==> src/design/mrelbp_pkg.sv <==
package mrelbp_pkg;

  // ##############################
  // geometry
  // ##############################

  localparam int COLS          = 16;  // columns per row
  localparam int MAX_RADIUS    = 4;   // column height 9, center delay 4
  localparam int NUM_RADII     = 4;
  localparam int CODES_PER_ROW = COLS - 2 * MAX_RADIUS;

  localparam int COL_CNT_W  = $clog2(COLS);
  localparam int CODE_CNT_W = $clog2(CODES_PER_ROW);

  // ##############################
  // data widths
  // ##############################

  typedef logic [7:0]  pix_t;
  typedef logic [11:0] col_sum_t;  // up to nine pixels
  typedef logic [14:0] win_sum_t;  // up to 81 pixels, also pixel * area

  // one CI bit per radius, bit r-1 for radius r
  typedef logic [NUM_RADII-1:0] ci_code_t;

endpackage

==> src/design/ci_column_feeder.sv <==
`timescale 1ns/1ps

module ci_column_feeder (
  input  logic                 clk,
  input  logic                 rst_n,
  input  logic                 col_valid,
  input  mrelbp_pkg::pix_t     pix0,
  input  mrelbp_pkg::pix_t     pix1,
  input  mrelbp_pkg::pix_t     pix2,
  input  mrelbp_pkg::pix_t     pix3,
  input  mrelbp_pkg::pix_t     pix4,
  input  mrelbp_pkg::pix_t     pix5,
  input  mrelbp_pkg::pix_t     pix6,
  input  mrelbp_pkg::pix_t     pix7,
  input  mrelbp_pkg::pix_t     pix8,
  output mrelbp_pkg::col_sum_t col_sum_r1,
  output mrelbp_pkg::col_sum_t col_sum_r2,
  output mrelbp_pkg::col_sum_t col_sum_r3,
  output mrelbp_pkg::col_sum_t col_sum_r4,
  output mrelbp_pkg::pix_t     center_pix,
  output logic                 sum_valid,
  output logic                 row_first,
  output logic                 win_full
);
  import mrelbp_pkg::*;

  col_sum_t             sum_r1;
  col_sum_t             sum_r2;
  col_sum_t             sum_r3;
  col_sum_t             sum_r4;
  pix_t                 center_dl [MAX_RADIUS];
  logic [COL_CNT_W-1:0] col_cnt;

  // nested groups around pix4
  assign sum_r1 = col_sum_t'(pix3) + col_sum_t'(pix4) + col_sum_t'(pix5);
  assign sum_r2 = sum_r1 + col_sum_t'(pix2) + col_sum_t'(pix6);
  assign sum_r3 = sum_r2 + col_sum_t'(pix1) + col_sum_t'(pix7);
  assign sum_r4 = sum_r3 + col_sum_t'(pix0) + col_sum_t'(pix8);

  // ##############################
  // column counter, center delay
  // ##############################

  always_ff @(posedge clk) begin
    if (!rst_n) begin
      sum_valid <= 1'b0;
      row_first <= 1'b0;
      win_full  <= 1'b0;
      col_cnt   <= '0;
      for (int i = 0; i < MAX_RADIUS; i++) begin
        center_dl[i] <= '0;
      end
    end else begin
      sum_valid <= col_valid;
      if (col_valid) begin
        row_first <= (col_cnt == '0);
        win_full  <= (col_cnt >= COL_CNT_W'(2 * MAX_RADIUS));  // ninth column on
        col_cnt   <= (col_cnt == COL_CNT_W'(COLS - 1)) ? '0 : col_cnt + 1'b1;
        center_dl[0] <= pix4;
        for (int i = 1; i < MAX_RADIUS; i++) begin
          center_dl[i] <= center_dl[i-1];
        end
      end
    end
  end

  // per-column payload
  always_ff @(posedge clk) begin
    if (col_valid) begin
      col_sum_r1 <= sum_r1;
      col_sum_r2 <= sum_r2;
      col_sum_r3 <= sum_r3;
      col_sum_r4 <= sum_r4;
      center_pix <= center_dl[MAX_RADIUS-1];  // four columns back
    end
  end

endmodule

==> src/design/ci_radius_lane.sv <==
`timescale 1ns/1ps

module ci_radius_lane #(
  parameter int RADIUS = 1
) (
  input  logic                 clk,
  input  logic                 rst_n,
  input  mrelbp_pkg::col_sum_t col_sum,
  input  mrelbp_pkg::pix_t     center_pix,
  input  logic                 sum_valid,
  input  logic                 row_first,
  input  logic                 win_full,
  output logic                 ci_bit,
  output logic                 bit_valid
);
  import mrelbp_pkg::*;

  // window spans delays ADD_TAP..SUB_TAP-1, centered on delay MAX_RADIUS
  localparam int       ADD_TAP    = MAX_RADIUS - RADIUS;
  localparam int       SUB_TAP    = MAX_RADIUS + RADIUS + 1;
  localparam int       LINE_DEPTH = SUB_TAP;  // line[k-1] holds delay k
  localparam win_sum_t AREA       = win_sum_t'((2 * RADIUS + 1) * (2 * RADIUS + 1));

  col_sum_t line [LINE_DEPTH];
  col_sum_t add_sum;
  col_sum_t sub_sum;
  win_sum_t run_sum;
  win_sum_t scaled;
  pix_t     center_q;
  logic     cmp_pend;

  generate
    if (ADD_TAP == 0) begin : g_add_in
      assign add_sum = col_sum;  // widest lane takes the new column directly
    end else begin : g_add_line
      assign add_sum = line[ADD_TAP-1];
    end
  endgenerate

  assign sub_sum = line[SUB_TAP-1];
  assign scaled  = win_sum_t'(center_q) * AREA;

  // ##############################
  // stage 1: line and running sum
  // ##############################

  always_ff @(posedge clk) begin
    if (!rst_n) begin
      for (int i = 0; i < LINE_DEPTH; i++) begin
        line[i] <= '0;
      end
      run_sum   <= '0;
      cmp_pend  <= 1'b0;
      bit_valid <= 1'b0;
    end else begin
      cmp_pend  <= sum_valid & win_full;
      bit_valid <= cmp_pend;
      if (sum_valid) begin
        line[0] <= col_sum;
        for (int i = 1; i < LINE_DEPTH; i++) begin
          line[i] <= row_first ? '0 : line[i-1];  // new row drops old columns
        end
        if (row_first) begin
          run_sum <= (ADD_TAP == 0) ? win_sum_t'(col_sum) : '0;
        end else begin
          run_sum <= run_sum + win_sum_t'(add_sum) - win_sum_t'(sub_sum);
        end
      end
    end
  end

  // stage 2: center * area vs window sum, ties give 1
  always_ff @(posedge clk) begin
    if (sum_valid) begin
      center_q <= center_pix;
    end
    if (cmp_pend) begin
      ci_bit <= (scaled < run_sum) ? 1'b0 : 1'b1;
    end
  end

endmodule

==> src/design/ci_code_packer.sv <==
`timescale 1ns/1ps

module ci_code_packer (
  input  logic                 clk,
  input  logic                 rst_n,
  input  mrelbp_pkg::ci_code_t ci_bits,
  input  logic                 bit_valid,
  output mrelbp_pkg::ci_code_t ci_code,
  output logic                 code_valid,
  output logic                 row_done
);
  import mrelbp_pkg::*;

  logic [CODE_CNT_W-1:0] code_cnt;
  logic                  last_code;

  assign last_code = (code_cnt == CODE_CNT_W'(CODES_PER_ROW - 1));

  always_ff @(posedge clk) begin
    if (!rst_n) begin
      code_valid <= 1'b0;
      row_done   <= 1'b0;
      code_cnt   <= '0;
    end else begin
      code_valid <= bit_valid;
      row_done   <= bit_valid & last_code;  // last code of the row
      if (bit_valid) begin
        code_cnt <= last_code ? '0 : code_cnt + 1'b1;
      end
    end
  end

  // held until the next code
  always_ff @(posedge clk) begin
    if (bit_valid) begin
      ci_code <= ci_bits;
    end
  end

endmodule

==> src/design/mrelbp_ci_top.sv <==
`timescale 1ns/1ps

module mrelbp_ci_top (
  input  logic                 clk,
  input  logic                 rst_n,
  input  logic                 col_valid,
  input  mrelbp_pkg::pix_t     pix0,
  input  mrelbp_pkg::pix_t     pix1,
  input  mrelbp_pkg::pix_t     pix2,
  input  mrelbp_pkg::pix_t     pix3,
  input  mrelbp_pkg::pix_t     pix4,
  input  mrelbp_pkg::pix_t     pix5,
  input  mrelbp_pkg::pix_t     pix6,
  input  mrelbp_pkg::pix_t     pix7,
  input  mrelbp_pkg::pix_t     pix8,
  output mrelbp_pkg::ci_code_t ci_code,
  output logic                 code_valid,
  output logic                 row_done
);
  import mrelbp_pkg::*;

  col_sum_t col_sum_r1;
  col_sum_t col_sum_r2;
  col_sum_t col_sum_r3;
  col_sum_t col_sum_r4;
  col_sum_t lane_sum [NUM_RADII];
  pix_t     center_pix;
  logic     sum_valid;
  logic     row_first;
  logic     win_full;
  ci_code_t lane_bits;
  logic     bits_valid;

  ci_column_feeder i_feeder (
    .clk        (clk),
    .rst_n      (rst_n),
    .col_valid  (col_valid),
    .pix0       (pix0),
    .pix1       (pix1),
    .pix2       (pix2),
    .pix3       (pix3),
    .pix4       (pix4),
    .pix5       (pix5),
    .pix6       (pix6),
    .pix7       (pix7),
    .pix8       (pix8),
    .col_sum_r1 (col_sum_r1),
    .col_sum_r2 (col_sum_r2),
    .col_sum_r3 (col_sum_r3),
    .col_sum_r4 (col_sum_r4),
    .center_pix (center_pix),
    .sum_valid  (sum_valid),
    .row_first  (row_first),
    .win_full   (win_full)
  );

  assign lane_sum[0] = col_sum_r1;
  assign lane_sum[1] = col_sum_r2;
  assign lane_sum[2] = col_sum_r3;
  assign lane_sum[3] = col_sum_r4;

  // ##############################
  // radius lanes
  // ##############################

  for (genvar i = 0; i < NUM_RADII; i++) begin : g_lane
    if (i == 0) begin : g_timed  // lanes run in lockstep, one valid is enough
      ci_radius_lane #(.RADIUS(i + 1)) i_lane (
        .clk        (clk),
        .rst_n      (rst_n),
        .col_sum    (lane_sum[i]),
        .center_pix (center_pix),
        .sum_valid  (sum_valid),
        .row_first  (row_first),
        .win_full   (win_full),
        .ci_bit     (lane_bits[i]),
        .bit_valid  (bits_valid)
      );
    end else begin : g_plain
      ci_radius_lane #(.RADIUS(i + 1)) i_lane (
        .clk        (clk),
        .rst_n      (rst_n),
        .col_sum    (lane_sum[i]),
        .center_pix (center_pix),
        .sum_valid  (sum_valid),
        .row_first  (row_first),
        .win_full   (win_full),
        .ci_bit     (lane_bits[i]),
        .bit_valid  ()
      );
    end
  end

  ci_code_packer i_packer (
    .clk        (clk),
    .rst_n      (rst_n),
    .ci_bits    (lane_bits),
    .bit_valid  (bits_valid),
    .ci_code    (ci_code),
    .code_valid (code_valid),
    .row_done   (row_done)
  );

endmodule

==> config.mk <==
export PLATFORM = sky130hd
export DESIGN_NAME = mrelbp_ci_top
export DESIGN_NICKNAME = d
export VERILOG_FILES = /design/src/design/mrelbp_pkg.sv /design/src/design/ci_column_feeder.sv /design/src/design/ci_radius_lane.sv /design/src/design/ci_code_packer.sv /design/src/design/mrelbp_ci_top.sv
export SDC_FILE = /design/constraint.sdc
export NUM_CORES = 1
export LEC_CHECK = 0
export BUFFER_PORTS_ARGS = -buffer_cell sky130_fd_sc_hd__buf_2
export CAP_MARGIN = 20
export CORE_MARGIN = 1.5
export CORE_UTILIZATION = 60
export DETAILED_ROUTE_END_ITERATION = 16
export HOLD_SLACK_MARGIN = 0.06
export PLACE_DENSITY = 0.79
export SLEW_MARGIN = 10
export SYNTH_ARGS = -nofsm -noshare
export SYNTH_HDL_FRONTEND = slang
export SYNTH_SLANG_ARGS = --single-unit
==> constraint.sdc <==
create_clock -name clk -period 23.5 [get_ports clk]
set_input_delay 2.35 -clock clk [delete_from_list [all_inputs] [get_ports clk]]
set_output_delay 2.35 -clock clk [all_outputs]
set_load 0.01 [all_outputs]
# == Yosys cells after proc, flatten, opt, wreduce, memory -nomap -nowiden ==
# Memory sizes are Yosys's and may differ from the RTL's. A register that Yosys moved wholly into a read port is not among the register bits.
# Cells that the tools add are included.
# totals
mem_bits_rw,392
n_memories,5
output_inout_bits,6
input_bits,75
word_cells,171
reg_bits,138
# classes
n_reduce_logical,1
add_sub_neg,18
eq_ne,2
n_mul,4
order_cmp,5
bitwise_logic,36
muxes,77
# memory_table
name,words,width,rd,rd_clocked_by_memory_dff,wr,line,rtl
g_lane[3].g_plain.i_lane.line,9,12,9,0,9,ci_radius_lane.sv:24,col_sum_t line [LINE_DEPTH];
g_lane[2].g_plain.i_lane.line,8,12,8,0,8,ci_radius_lane.sv:24,
g_lane[1].g_plain.i_lane.line,7,12,7,0,7,ci_radius_lane.sv:24,
g_lane[0].g_timed.i_lane.line,6,12,6,0,6,ci_radius_lane.sv:24,
i_feeder.center_dl,4,8,4,1,4,ci_column_feeder.sv:31,pix_t center_dl [MAX_RADIUS];
# ops
cell,n
$mux W12,56
$add A12 B8 Y12,7
$add A15 B12 Y15,4
$mux W15,4
$sub A15 B12 Y15,4
$or A1 B1 Y1,34
$mux W8,4
$lt A12 B15 Y1,1
$lt A13 B15 Y1,1
$lt A14 B15 Y1,1
$lt A15 B15 Y1,1
$mul A8 B7 Y15 const B,1
$mul A8 B6 Y14 const B,1
$mul A8 B5 Y13 const B,1
$mul A8 B4 Y12 const B,1
$mux W1,11
$add A8 B8 Y9,1
$add A4 B1 Y4 const B,1
$eq A4 B4 Y1 const B,1
$ge A4 B4 Y1 const B,1
$logic_not A4 Y1,1
$mux W4,1
$add A3 B1 Y3 const B,1
$eq A3 B3 Y1 const B,1
other kinds (2),3

# == Depth between registers and ports, before layout ==
# Gate-level depths: netlist of run 1.
# logic_depth
word_depth,8
mapped_depth,28
depth_no_buf,28

# == Cells and area by module ==
# A second synthesis of run 1 with hierarchy kept.
# unflattened
hier_cells,2400
area_unflattened_um2,29726.0
# modules_own_cells
mod,area_each_um2,cells_per_inst,seq_area_each_um2,instances
ci_radius_lane (g_lane[3].g_plain.i_lane),6951.7,569,3853.7,1
ci_radius_lane (g_lane[2].g_plain.i_lane),6299.8,510,3493.4,1
ci_radius_lane (g_lane[1].g_plain.i_lane),5825.6,482,3133.0,1
ci_column_feeder,5310.1,404,2692.6,1
ci_radius_lane (g_lane[0].g_timed.i_lane),5019.8,415,2772.7,1
ci_code_packer,319.1,20,220.2,1

# == Least setup slack after synthesis of run 1 ==
# No wires, ideal clock.
# synth_timing
kind,input port to flip-flop
from,in rst_n
to,reg g_lane[3].g_plain.i_lane.run_sum[13]
path_slack_ns,10.129
path_stages,5
setup_time_ns,0.579
n_path_buf,1
t_required_ns,22.921
arrival_time_ns,12.792
cell_sequence,inv_2 nor2_4 clkinv_1 clkbuf_1 o32ai_1
# synth_lines
element,line,rtl
from (decl),mrelbp_ci_top.sv:5,"input logic rst_n,"
to (signal assigned),ci_radius_lane.sv:64,run_sum <= (ADD_TAP == 0) ? win_sum_t'(col_sum) : '0;
to (signal assigned),ci_radius_lane.sv:66,run_sum <= run_sum + win_sum_t'(add_sum) - win_sum_t'(sub_sum);
to (decl),ci_radius_lane.sv:27,win_sum_t run_sum;

# == Final worst setup path of run 1 ==
# layout_timing
from,in pix3[0]
to,reg i_feeder.col_sum_r4[10] (data pin)
# layout_between
elab_chain_cells,8
# layout_rtl
element,line,rtl
from (decl),mrelbp_ci_top.sv:10,"input mrelbp_pkg::pix_t pix3,"
$add A8 B8 Y9,ci_column_feeder.sv:35,assign sum_r1 = col_sum_t'(pix3) + col_sum_t'(pix4) + col_sum_t'(pix5);
$add A12 B8 Y12,ci_column_feeder.sv:35,
net i_feeder.sum_r1[5],ci_column_feeder.sv:27,col_sum_t sum_r1;
$add A12 B8 Y12 (2 in a row),ci_column_feeder.sv:36,assign sum_r2 = sum_r1 + col_sum_t'(pix2) + col_sum_t'(pix6);
net i_feeder.sum_r2[6],ci_column_feeder.sv:28,col_sum_t sum_r2;
$add A12 B8 Y12 (2 in a row),ci_column_feeder.sv:37,assign sum_r3 = sum_r2 + col_sum_t'(pix1) + col_sum_t'(pix7);
net i_feeder.sum_r3[7],ci_column_feeder.sv:29,col_sum_t sum_r3;
$add A12 B8 Y12 (2 in a row),ci_column_feeder.sv:38,assign sum_r4 = sum_r3 + col_sum_t'(pix0) + col_sum_t'(pix8);
net i_feeder.sum_r4[10],ci_column_feeder.sv:30,col_sum_t sum_r4;
to (signal assigned),ci_column_feeder.sv:73,col_sum_r4 <= sum_r4;
to (decl),ci_column_feeder.sv:19,"output mrelbp_pkg::col_sum_t col_sum_r4,"
# The timed path passes the listed nets, and every way through them passes these cells.
# A chain may end at the register's enable or synchronous reset.

==> out/metrics.csv, run 1 <==
stage,metric,value,unit
outcome,outcome,"complete, no violations",
clock_network,# resized after CTS,0,
grt,largest net degree at the start of global routing,187,
timing,Fmax,115,MHz
clock_network,Root Buffer,clkbuf_16,
synth,cell area after synthesis,0.0275,mm2
synth,synth top area cells,"edfxtp_1, ha_1, and3_1",
die,FP Rows,78,
synth,yosys warns,0,
grt,global-route wire length before repair,86.6,mm
timing,final setup fails,0,
die,die width,217,um
synth,Post-Syn Nets,2671,
clock_network,clk sinks,516,
grt,number of global-route vias before repair,17000,
timing,Period minus WS final,8.67,ns
finish,layout cells sized above 1,8.22,%
route,DR vias,17000,
die,Die Y,217,um
finish,Area growth syn-to-layout,10.1,%
worst_hold_path,worst hold path class,flop to flop,
clock_network,Clock Tree Buf Depth,3,
route,drt first pass iters,6,
timing,Slew @ Worst Pin,1.18,ns
clock_network,CTS tree,done,
placement,GPL Wtd Cong,0.874,
power_and_ir_drop,Worst IR Drop VDD,0.362,mV
route,via/cell ratio,5.72,
finish,Final #Nets,2723,
placement,Post-DP HPWL,35.4,mm
route,WL per Instance,18.1,um
route,post-route ant nets,0,
grt,Congestion Overflow GR,0,
timing,RSZ-0062 raised after global routing,no,
clock_network,total CTS buffers,52,
synth,post-synth top area share,48.3,%
worst_hold_path,hold path startpoint,i_feeder.center_pix[7],
run,maxcap violations,0,
power_and_ir_drop,Leak,14.0,nW
timing,headroom to the max-slew limit,21.5,%
route,DRC violations left,0,
synth,"EDFF count, synth",442,
critical_path,critical setup path kind,input port to flop,
synth,cell taking the most area after synthesis,edfxtp_1,
clock_network,CTS Hold Bufs,0,
worst_hold_path,hold endpoint,g_lane[1].g_plain.i_lane.center_q[7],
critical_path,r2r setup slk,18.95,ns
synth,Post-Synthesis Cells,2277,
critical_path,Startpoint Class,input port,
clock_network,Clock Latency Late Sink,0.62,ns
critical_path,reg2reg path depth,16,
critical_path,worst path arrival time,9.02,ns
timing,Worst Skew,0.0287,ns
critical_path,largest fanout on the critical path,4,
die,CORE AREA,0.0453,mm2
synth,Netlist cell types,72,
grt,GRT Resource Usage Total,23.3,%
clock_network,clk slew on worst S/H paths,0.06,ns
timing,Slew Limit Fails,0,
clock_network,setup bufs post-CTS,0,
clock_network,H-tree depth,2,
timing,final hold vios,0,
die,die footprint,0.0471,mm2
power_and_ir_drop,PD cells,126,mW/mm2
die,IO Count,81,
synth,Avg Inst Size Synth,12.1,um2
critical_path,worst r2r src,g_lane[1].g_plain.i_lane.center_q[2],
synth,"FF+latch count, synth",516,
synth,Synth Flop Type,edfxtp_1,
worst_hold_path,hold depth,0,
timing,TNS Setup,0,ns
timing,Tcrit/Tclk final,36.9,%
critical_path,FF-to-FF End,g_lane[1].g_plain.i_lane.ci_bit,
route,Routed WL,53.7,mm
placement,IO Port Bufs,80,
route,drt initial violations,1074,
power_and_ir_drop,total power,3.82,mW
critical_path,Crit. End Element,flop,
synth,ys async rst share,0,%
synth,sequential element share of the synthesized area,53.7,%
critical_path,CP required,23.85,ns
grt,initial antenna violation count,1,
die,initial cell density of the core,60.6,%
[cells by family (layout without fill, tap and decap cells)]
logic type      Yosys count  after routing  synth area share [%]
flops                   516            516                  53.7
compound gates          345            345                  8.31
simple gates            580            580                  11.9
other cells               0              1                     0
buf+inv                 403            499                  5.55
xor+xnor                102            102                  3.30
fa+ha+maj               319            319                  16.8
mux                      12             12                 0.442
[where the power goes]
part | total [mW] | internal [mW] | switching [mW]
registers | 1.23 | 1.18 | 0.0532
logic | 1.70 | 0.753 | 0.950
clock network | 0.883 | 0.520 | 0.363
total | 3.82 | 2.45 | 1.37
[registers in the layout, summed over array words and instances (netlist names), 4 cells and up]
register and count:
i_feeder.col_sum_r3 12, i_feeder.col_sum_r2 11, g_lane.g_plain.i_lane.line 281, i_packer.ci_code 4, g_lane.g_plain.i_lane.run_sum 45, g_lane.g_plain.i_lane.center_q 8
i_feeder.center_dl 32, i_feeder.center_pix 8, g_lane.g_timed.i_lane.line 60, i_feeder.col_sum_r1 10, g_lane.g_timed.i_lane.run_sum 15, i_feeder.col_sum_r4 12
i_feeder.col_cnt 4
[cells in the final DEF, fill, tap and decap left out, drive strengths merged, types with 8 or more instances in the layout]
master | netlist | layout
a211oi | 16 | 16
a21o | 56 | 56
a21oi | 80 | 80
and3 | 344 | 344
buf | 7 | 93
bufinv | 0 | 9
clkbuf | 88 | 60
clkinv | 1 | 18
dfxtp | 74 | 74
edfxtp | 442 | 442
fa | 83 | 83
ha | 236 | 236
inv | 307 | 316
mux2i | 11 | 11
nand2 | 45 | 45
nand2b | 24 | 24
nand3 | 11 | 11
nor2 | 105 | 105
nor2b | 14 | 14
nor3 | 12 | 12
o21a | 20 | 20
o21ai | 67 | 67
o21bai | 16 | 16
o22ai | 35 | 35
or3 | 8 | 8
xnor2 | 70 | 70
xor2 | 31 | 31
[Yosys cell counts (all sizes together), types with 14 or more instances]
master,instances
edfxtp,442
and3,344
inv,307
ha,236
nor2,105
clkbuf,88
fa,83
a21oi,80
dfxtp,74
xnor2,70
o21ai,67
a21o,56
nand2,45
o22ai,35
xor2,31
nand2b,24
o21a,20
a211oi,16
o21bai,16
nor2b,14
[per-stage QoR]
| step | instance area [um2] | setup WS, ns | hold slack, ns | std cells | utilization [%] |
|---|---|---|---|---|---|
| 4_1_cts | 30200 | 14.85 | 0.418 | 2972 | 66.7 |
| 6_report | 30200 | 14.83 | 0.413 | 2974 | 66.7 |
| 3_5_place_dp | 28400 | 14.20 | 0.405 | 2874 | 62.6 |
| 5_1_grt | 30200 | 14.39 | 0.423 | 2973 | 66.7 |
| 3_3_place_gp | 28400 | 14.45 | 0.403 | 2874 | 62.6 |
| 2_1_floorplan | 27500 | 10.13 | 0.400 | 2277 | - |
[how the worst max path moves through the flow]
stage	startpoint	end	slack [ns]	cells past startpoint
after global placement	pix3[0]	i_feeder.col_sum_r4[10]	14.45	25
after detailed placement	pix3[0]	i_feeder.col_sum_r4[10]	14.20	25
after global routing	pix3[0]	i_feeder.col_sum_r4[10]	14.39	27
final	pix3[0]	i_feeder.col_sum_r4[10]	14.83	25
after floorplan	rst_n	g_lane[3].g_plain.i_lane.run_sum[13]	10.13	5
after CTS	pix3[0]	i_feeder.col_sum_r4[10]	14.85	25
[layer usage]
layer	GRT usage (%)	vias to the layer above	wire, um
met1	31.2	8273	23300
met4	7.80	0	1520
li1	-	8196	-
met5	0	-	0
met3	4.30	98	3220
met2	38.7	432	25700
[area by class of cell]
class	count	area (um2)
antenna	1	2.50
multi-input combinational	1358	11200
timing repair buffer	93	533
clock inverter	38	483
clock buffer	60	1350
fill	3209	15100
tap	600	751
inverter	308	1160
sequential	516	14800
[worst max-delay path: stages]
cell	delay, ns
buf_2	0.10
ha_1	0.21
fa_1	0.41
xor2_1	0.18
ha_1	0.34
o21ai_1	0.17
nor2_1	0.08
o31ai_1	0.42
a21boi_0	0.43
fa_1	0.50
ha_1	0.36
a21oi_1	0.23
xnor2_1	0.21
fa_1	0.48
ha_1	0.34
o21ai_0	0.12
a21oi_1	0.25
nor2_1	0.09
xnor2_1	0.23
fa_1	0.47
ha_1	0.27
o41a_1	0.43
and2_1	0.16
o21ai_1	0.14
xnor2_1	0.07
Power figures use the tool's default switching activity.
==> run 2, diff against run 1 <==
CORE_UTILIZATION = 57   (was 60)
clock period = 7.5 ns   (was 23.5 ns; I/O delays follow)
==> run 2 against run 1 <==
Combinational power rose to 3.2 times the previous value. Sequential cell count unchanged. Non-clock buffer count down 1. Power rose to 3.1 times the previous value. Final cell count up 0.30%. Sequential share of layout area up 0.30 points. Routed wire length up 1.4%. Setup slack worse by 14 ns. Core utilization down 3.7 points. Critical path type unchanged. Largest power group unchanged. Highest routed layer unchanged. Die area up 5.2%. Critical endpoint unchanged.
==> out/metrics.csv, run 2 (synthesized netlist as in run 1, its figures left out) <==
stage,metric,value,unit
outcome,outcome,"complete, no violations",
clock_network,CTS tree,done,
grt,met2 usage,36.8,%
clock_network,clk sinks,516,
die,initial cell density of the core,57.6,%
route,drt initial violations,1206,
critical_path,slowest stage cell on the critical path,fa_1,
timing,Slew Limit Fails,0,
die,die footprint,0.0495,mm2
grt,number of global-route vias before repair,17100,
power_and_ir_drop,Worst IR Drop VDD,0.820,mV
run,maxcap violations,0,
clock_network,setup bufs post-CTS,0,
grt,GRT Resource Usage Total,22.3,%
route,WL per Instance,18.3,um
timing,Fmax,143,MHz
critical_path,r2r setup slk,3.06,ns
critical_path,worst path arrival time,7.34,ns
finish,Area growth syn-to-layout,9.41,%
timing,Tcrit/Tclk final,93.3,%
critical_path,critical setup path kind,input port to flop,
route,DRC violations left,0,
critical_path,largest fanout on the critical path,4,
grt,routing usage on met1,30.4,%
route,drt first pass iters,7,
critical_path,CP bufs+invs,1,
grt,Top Usage Layer GRT,met2,
critical_path,CP required,7.84,ns
finish,largest reg by FF count,g_lane.g_plain.i_lane.line,
grt,Congestion Overflow GR,0,
power_and_ir_drop,PD cells,392,mW/mm2
power_and_ir_drop,total power,11.8,mW
clock_network,# resized after CTS,0,
critical_path,FF-to-FF End,g_lane[1].g_plain.i_lane.ci_bit,
power_and_ir_drop,Leak,13.9,nW
critical_path,Startpoint Class,input port,
critical_path,worst r2r src,g_lane[1].g_plain.i_lane.center_q[2],
timing,headroom to the max-slew limit,27.4,%
route,Routed WL,54.5,mm
die,CORE AREA,0.0476,mm2
die,die width,222,um
timing,Period minus WS final,7.00,ns
die,IO Count,81,
grt,global-route wire length before repair,87.5,mm
critical_path,cell repeated most along the worst path,ha_1,
worst_hold_path,hold path startpoint,i_feeder.center_pix[0],
finish,biggest regs,"g_lane.g_plain.i_lane.line: 281 flops, g_lane.g_timed.i_lane.line: 60 flops, g_lane.g_plain.i_lane.run_sum: 45 flops",
finish,Final #Nets,2721,
critical_path,CP Cell Sequence,buf_2 -> ha_1 -> fa_1 -> ha_1 -> a211oi_1 -> nor2_1 -> o31ai_1 -> a21boi_0 -> fa_1 -> ha_1 -> a21oi_1 -> xnor2_1 -> fa_1 -> ha_1 -> o21ai_0 -> a21oi_1 -> nor2_1 -> xnor2_1 -> fa_1 -> ha_1 -> o41a_1 -> and2_1 -> o21ai_1 -> xnor2_1,
critical_path,Crit. End Element,flop,
clock_network,Clock Latency Late Sink,0.61,ns
placement,Post-DP HPWL,35.9,mm
route,via/cell ratio,5.70,
grt,initial antenna violation count,0,
clock_network,total CTS buffers,51,
finish,most frequent cells in the layout,"edfxtp_1, and3_1, inv_1",
route,post-route ant nets,0,
die,Die Y,222,um
critical_path,reg2reg path depth,16,
placement,GPL Wtd Cong,0.890,
timing,Slew @ Worst Pin,1.09,ns
finish,Inserted Diodes,0,
clock_network,CTS Hold Bufs,0,
finish,max reg flops,281,
worst_hold_path,hold endpoint,g_lane[1].g_plain.i_lane.center_q[0],
grt,met3 GRT Util,2.96,%
finish,multi-input logic area,0.0112,mm2
timing,final setup fails,0,
clock_network,Clock Tree Buf Depth,3,
critical_path,Top delay family on crit path,adder cells,
clock_network,Root Buffer,clkbuf_16,
placement,IO Port Bufs,80,
clock_network,clk slew on worst S/H paths,0.06,ns
worst_hold_path,worst hold path class,flop to flop,
worst_hold_path,hold depth,0,
timing,final hold vios,0,
timing,Worst Skew,0.0164,ns
finish,"most common cell after layout, fill and taps aside",edfxtp_1,
finish,layout cells sized above 1,7.73,%
finish,register area,0.0148,mm2
finish,fill count,3489,
timing,TNS Setup,0,ns
die,FP Rows,80,
route,DR vias,17000,
clock_network,H-tree depth,2,
timing,RSZ-0062 raised after global routing,no,
critical_path,CP max stage delay,0.49,ns
grt,largest net degree at the start of global routing,243,
[run 2: cell count changes in the layout (fill, tap and decap cells not counted), moves of 2 or more]
| cell | delta |
|---|---|
| inv_6 | -3 |
| clkinv_1 | +2 |
| clkbuf_8 | +4 |
| bufinv_16 | -5 |
| inv_8 | -2 |
| inv_16 | -2 |
| clkbuf_1 | +5 |
| clkinv_2 | -2 |
[run 2: how the worst max path moves through the flow]
stage | from | to | depth (start not counted)
after floorplan | pix3[0] | i_feeder.col_sum_r4[10] | 25
after global placement | pix3[0] | i_feeder.col_sum_r4[10] | 25
after detailed placement | pix3[0] | i_feeder.col_sum_r4[10] | 25
after CTS | pix3[0] | i_feeder.col_sum_r4[10] | 25
after global routing | pix3[0] | i_feeder.col_sum_r4[10] | 25
final | pix3[0] | i_feeder.col_sum_r4[10] | 24
[run 2: through the flow]
step	utilization (%)	cell area (um2)	setup WS (ns)	hold WS [ns]	std cells
after global placement	59.6	28400	0.172	0.405	2889
after floorplan	-	27500	0.676	0.400	2277
after detailed placement	59.6	28400	-0.0678	0.405	2889
final	63.0	30000	0.500	0.399	2983
after global routing	63.0	30000	0.213	0.421	2983
after CTS	63.0	30000	0.545	0.413	2983
[run 2: area by class of cell]
class                      count  area share (%)
sequential                   516            49.1
timing repair buffer          92            1.72
tap                          615            2.56
clock buffer                  68            4.67
multi-input combinational   1358            37.2
clock inverter                26           0.829
inverter                     308            3.87
[run 2: power breakdown]
part           internal, mW  switching (mW)  total, mW
Combinational          2.38            2.98       5.36
Clock                  1.45            1.08       2.54
Sequential             3.70           0.175       3.88
Total                  7.53            4.24       11.8
[run 2: metal layers]
layer,up-vias,part of all wire (%),routed length [um]
met2,465,48,26000
met5,-,0,0
li1,8186,-,-
met4,0,2.8,1520
met3,100,5.3,2890
met1,8255,44,24000
==> run 3, diff against run 2 <==
CELL_PAD_IN_SITES_DETAIL_PLACEMENT = 1   (was unset)
CELL_PAD_IN_SITES_GLOBAL_PLACEMENT = 1   (was unset)
CORE_UTILIZATION = 47   (was 57)
PLACE_DENSITY = 0.78   (was 0.79)
==> run 3 against run 2 <==
Sequential power hardly changed. Count of clock-buffer cells in the layout stayed put. Sequential cell count unchanged. Setup slack worse by 0.070 ns. Design area up 1.2%. Critical endpoint unchanged.
==> out/metrics.csv, run 3 (synthesized netlist as in run 1, its figures left out) <==
stage,metric,value,unit
critical_path,worst r2r src,g_lane[1].g_plain.i_lane.center_q[2],
critical_path,r2r setup slk,2.95,ns
grt,Congestion Overflow GR,0,
power_and_ir_drop,Leak,14.0,nW
grt,largest net degree at the start of global routing,184,
route,WL per Instance,20.0,um
clock_network,clk sinks,516,
placement,Post-DP HPWL,42.8,mm
route,DR vias,17400,
worst_hold_path,hold depth,0,
outcome,outcome,"complete, no violations",
worst_hold_path,hold path startpoint,i_feeder.center_dl[3][1],
run,maxcap violations,0,
finish,"most common cell after layout, fill and taps aside",edfxtp_1,
die,Die Y,245,um
finish,most frequent cells in the layout,"edfxtp_1, and3_1, inv_1",
power_and_ir_drop,PD cells,405,mW/mm2
route,drt initial violations,996,
critical_path,critical setup path kind,input port to flop,
clock_network,CTS tree,done,
die,initial cell density of the core,47.6,%
worst_hold_path,worst hold path class,flop to flop,
grt,number of global-route vias before repair,18700,
timing,final hold vios,0,
die,die footprint,0.0599,mm2
finish,Area growth syn-to-layout,10.7,%
critical_path,worst path arrival time,7.45,ns
worst_hold_path,hold endpoint,i_feeder.center_pix[1],
clock_network,clk slew on worst S/H paths,0.06,ns
critical_path,CP required,7.88,ns
route,post-route ant nets,0,
placement,IO Port Bufs,80,
finish,post-layout util,52.7,%
finish,Final #Nets,2729,
die,FP Rows,88,
power_and_ir_drop,Worst IR Drop VDD,0.588,mV
die,IO Count,81,
finish,Inserted Diodes,0,
finish,Final Instance Area,0.0304,mm2
clock_network,Clock Latency Late Sink,0.63,ns
clock_network,total CTS buffers,53,
die,die width,245,um
grt,GRT Resource Usage Total,21.3,%
grt,global-route wire length before repair,101,mm
clock_network,Root Buffer,clkbuf_16,
placement,Area after DPL,0.0286,mm2
finish,biggest regs,"g_lane.g_plain.i_lane.line: 281 flops, g_lane.g_timed.i_lane.line: 60 flops, g_lane.g_plain.i_lane.run_sum: 45 flops",
route,via/cell ratio,5.53,
critical_path,FF-to-FF End,g_lane[2].g_plain.i_lane.ci_bit,
route,Routed WL,62.7,mm
finish,largest reg by FF count,g_lane.g_plain.i_lane.line,
critical_path,reg2reg path depth,16,
timing,Tcrit/Tclk final,94.3,%
placement,GPL Wtd Cong,0.852,
route,drt first pass iters,5,
timing,Period minus WS final,7.07,ns
critical_path,Startpoint Class,input port,
timing,Slew @ Worst Pin,1.08,ns
finish,max reg flops,281,
clock_network,H-tree depth,2,
timing,final setup fails,0,
die,CORE AREA,0.0577,mm2
timing,Slew Limit Fails,0,
critical_path,largest fanout on the critical path,4,
timing,Fmax,141,MHz
finish,layout cells sized above 1,8.21,%
grt,initial antenna violation count,2,
timing,headroom to the max-slew limit,27.8,%
timing,Worst Skew,0.0470,ns
route,DRC violations left,0,
critical_path,Crit. End Element,flop,
timing,RSZ-0062 raised after global routing,no,
critical_path,Setup crit start,pix3[0],
clock_network,Clock Tree Buf Depth,3,
## run 3: changes by cell type in the layout (fill, tap and decap cells not counted), sizes merged
cell      change
inv           +1
clkinv        +1
bufinv        +1
buf           +6
clkinvlp      -1
## run 3: worst max-delay path by stage
stage | to | cells after the start
floorplan | i_feeder.col_sum_r4[10] | 25
global placement | i_feeder.col_sum_r4[10] | 26
detailed placement | i_feeder.col_sum_r4[10] | 28
CTS | i_feeder.col_sum_r4[10] | 28
global route | i_feeder.col_sum_r4[10] | 28
finish | i_feeder.col_sum_r4[10] | 27
## run 3: metal layers
layer  up-vias  routed length (um)  track usage (%)
met5         -                  13                0
met4         2                1940             6.99
met3       130                2280             2.79
met2       313               31300             37.4
met1      8714               27200             27.3
li1       8199                   -                -
## run 3: final cells by class
cell class | instances | area (um2)
clock buffer | 68 | 1440
inverter | 308 | 1160
fill | 5958 | 27300
timing repair buffer | 98 | 566
clock inverter | 28 | 320
sequential | 516 | 14800
tap | 765 | 957
multi-input combinational | 1358 | 11200
## run 3: critical path, stage by stage
cell      delay (ns)
buf_2           0.10
ha_1            0.22
fa_1            0.40
xor2_1          0.26
ha_1            0.33
xor2_1          0.36
fa_1            0.55
ha_1            0.33
a21o_1          0.18
a21oi_1         0.21
o21bai_1        0.13
a21oi_1         0.24
xnor2_1         0.20
fa_1            0.47
ha_1            0.35
o21ai_0         0.16
a21oi_1         0.24
nor2_1          0.09
xnor2_1         0.24
fa_1            0.48
ha_1            0.36
nor2_1          0.06
nor2_1          0.13
o41a_1          0.19
and2_1          0.16
o21ai_1         0.09
xnor2_1         0.17
## run 3: metrics by stage
step / setup TNS [ns] / total power [mW] / hold slack (ns) / cells / setup WS, ns
after global routing: 0 / 13.1 / 0.427 / 3141 / 0.0566
final: 0 / 12.3 / 0.418 / 3141 / 0.431
after global placement: 0 / 9.08 / 0.402 / 3044 / 0.0406
after floorplan: 0 / 8.05 / 0.400 / 2277 / 0.676
after CTS: 0 / 12.4 / 0.423 / 3140 / 0.269
after detailed placement: -0.735 / 9.58 / 0.409 / 3044 / -0.382
## run 3: report_power, final
| part | leakage [nW] | internal [mW] | switching, mW | total (mW) |
|---|---|---|---|---|
| clock network | 0.855 | 1.54 | 1.13 | 2.67 |
| logic | 7.87 | 2.45 | 3.33 | 5.78 |
| registers | 5.28 | 3.70 | 0.175 | 3.88 |
| total | 14.0 | 7.68 | 4.64 | 12.3 |
## run 3: timing repair
item                       CTS  global route
setup buffers                0             0
hold buffers                 0             0
setup endpoints to repair    0             1
resized for setup            0             2
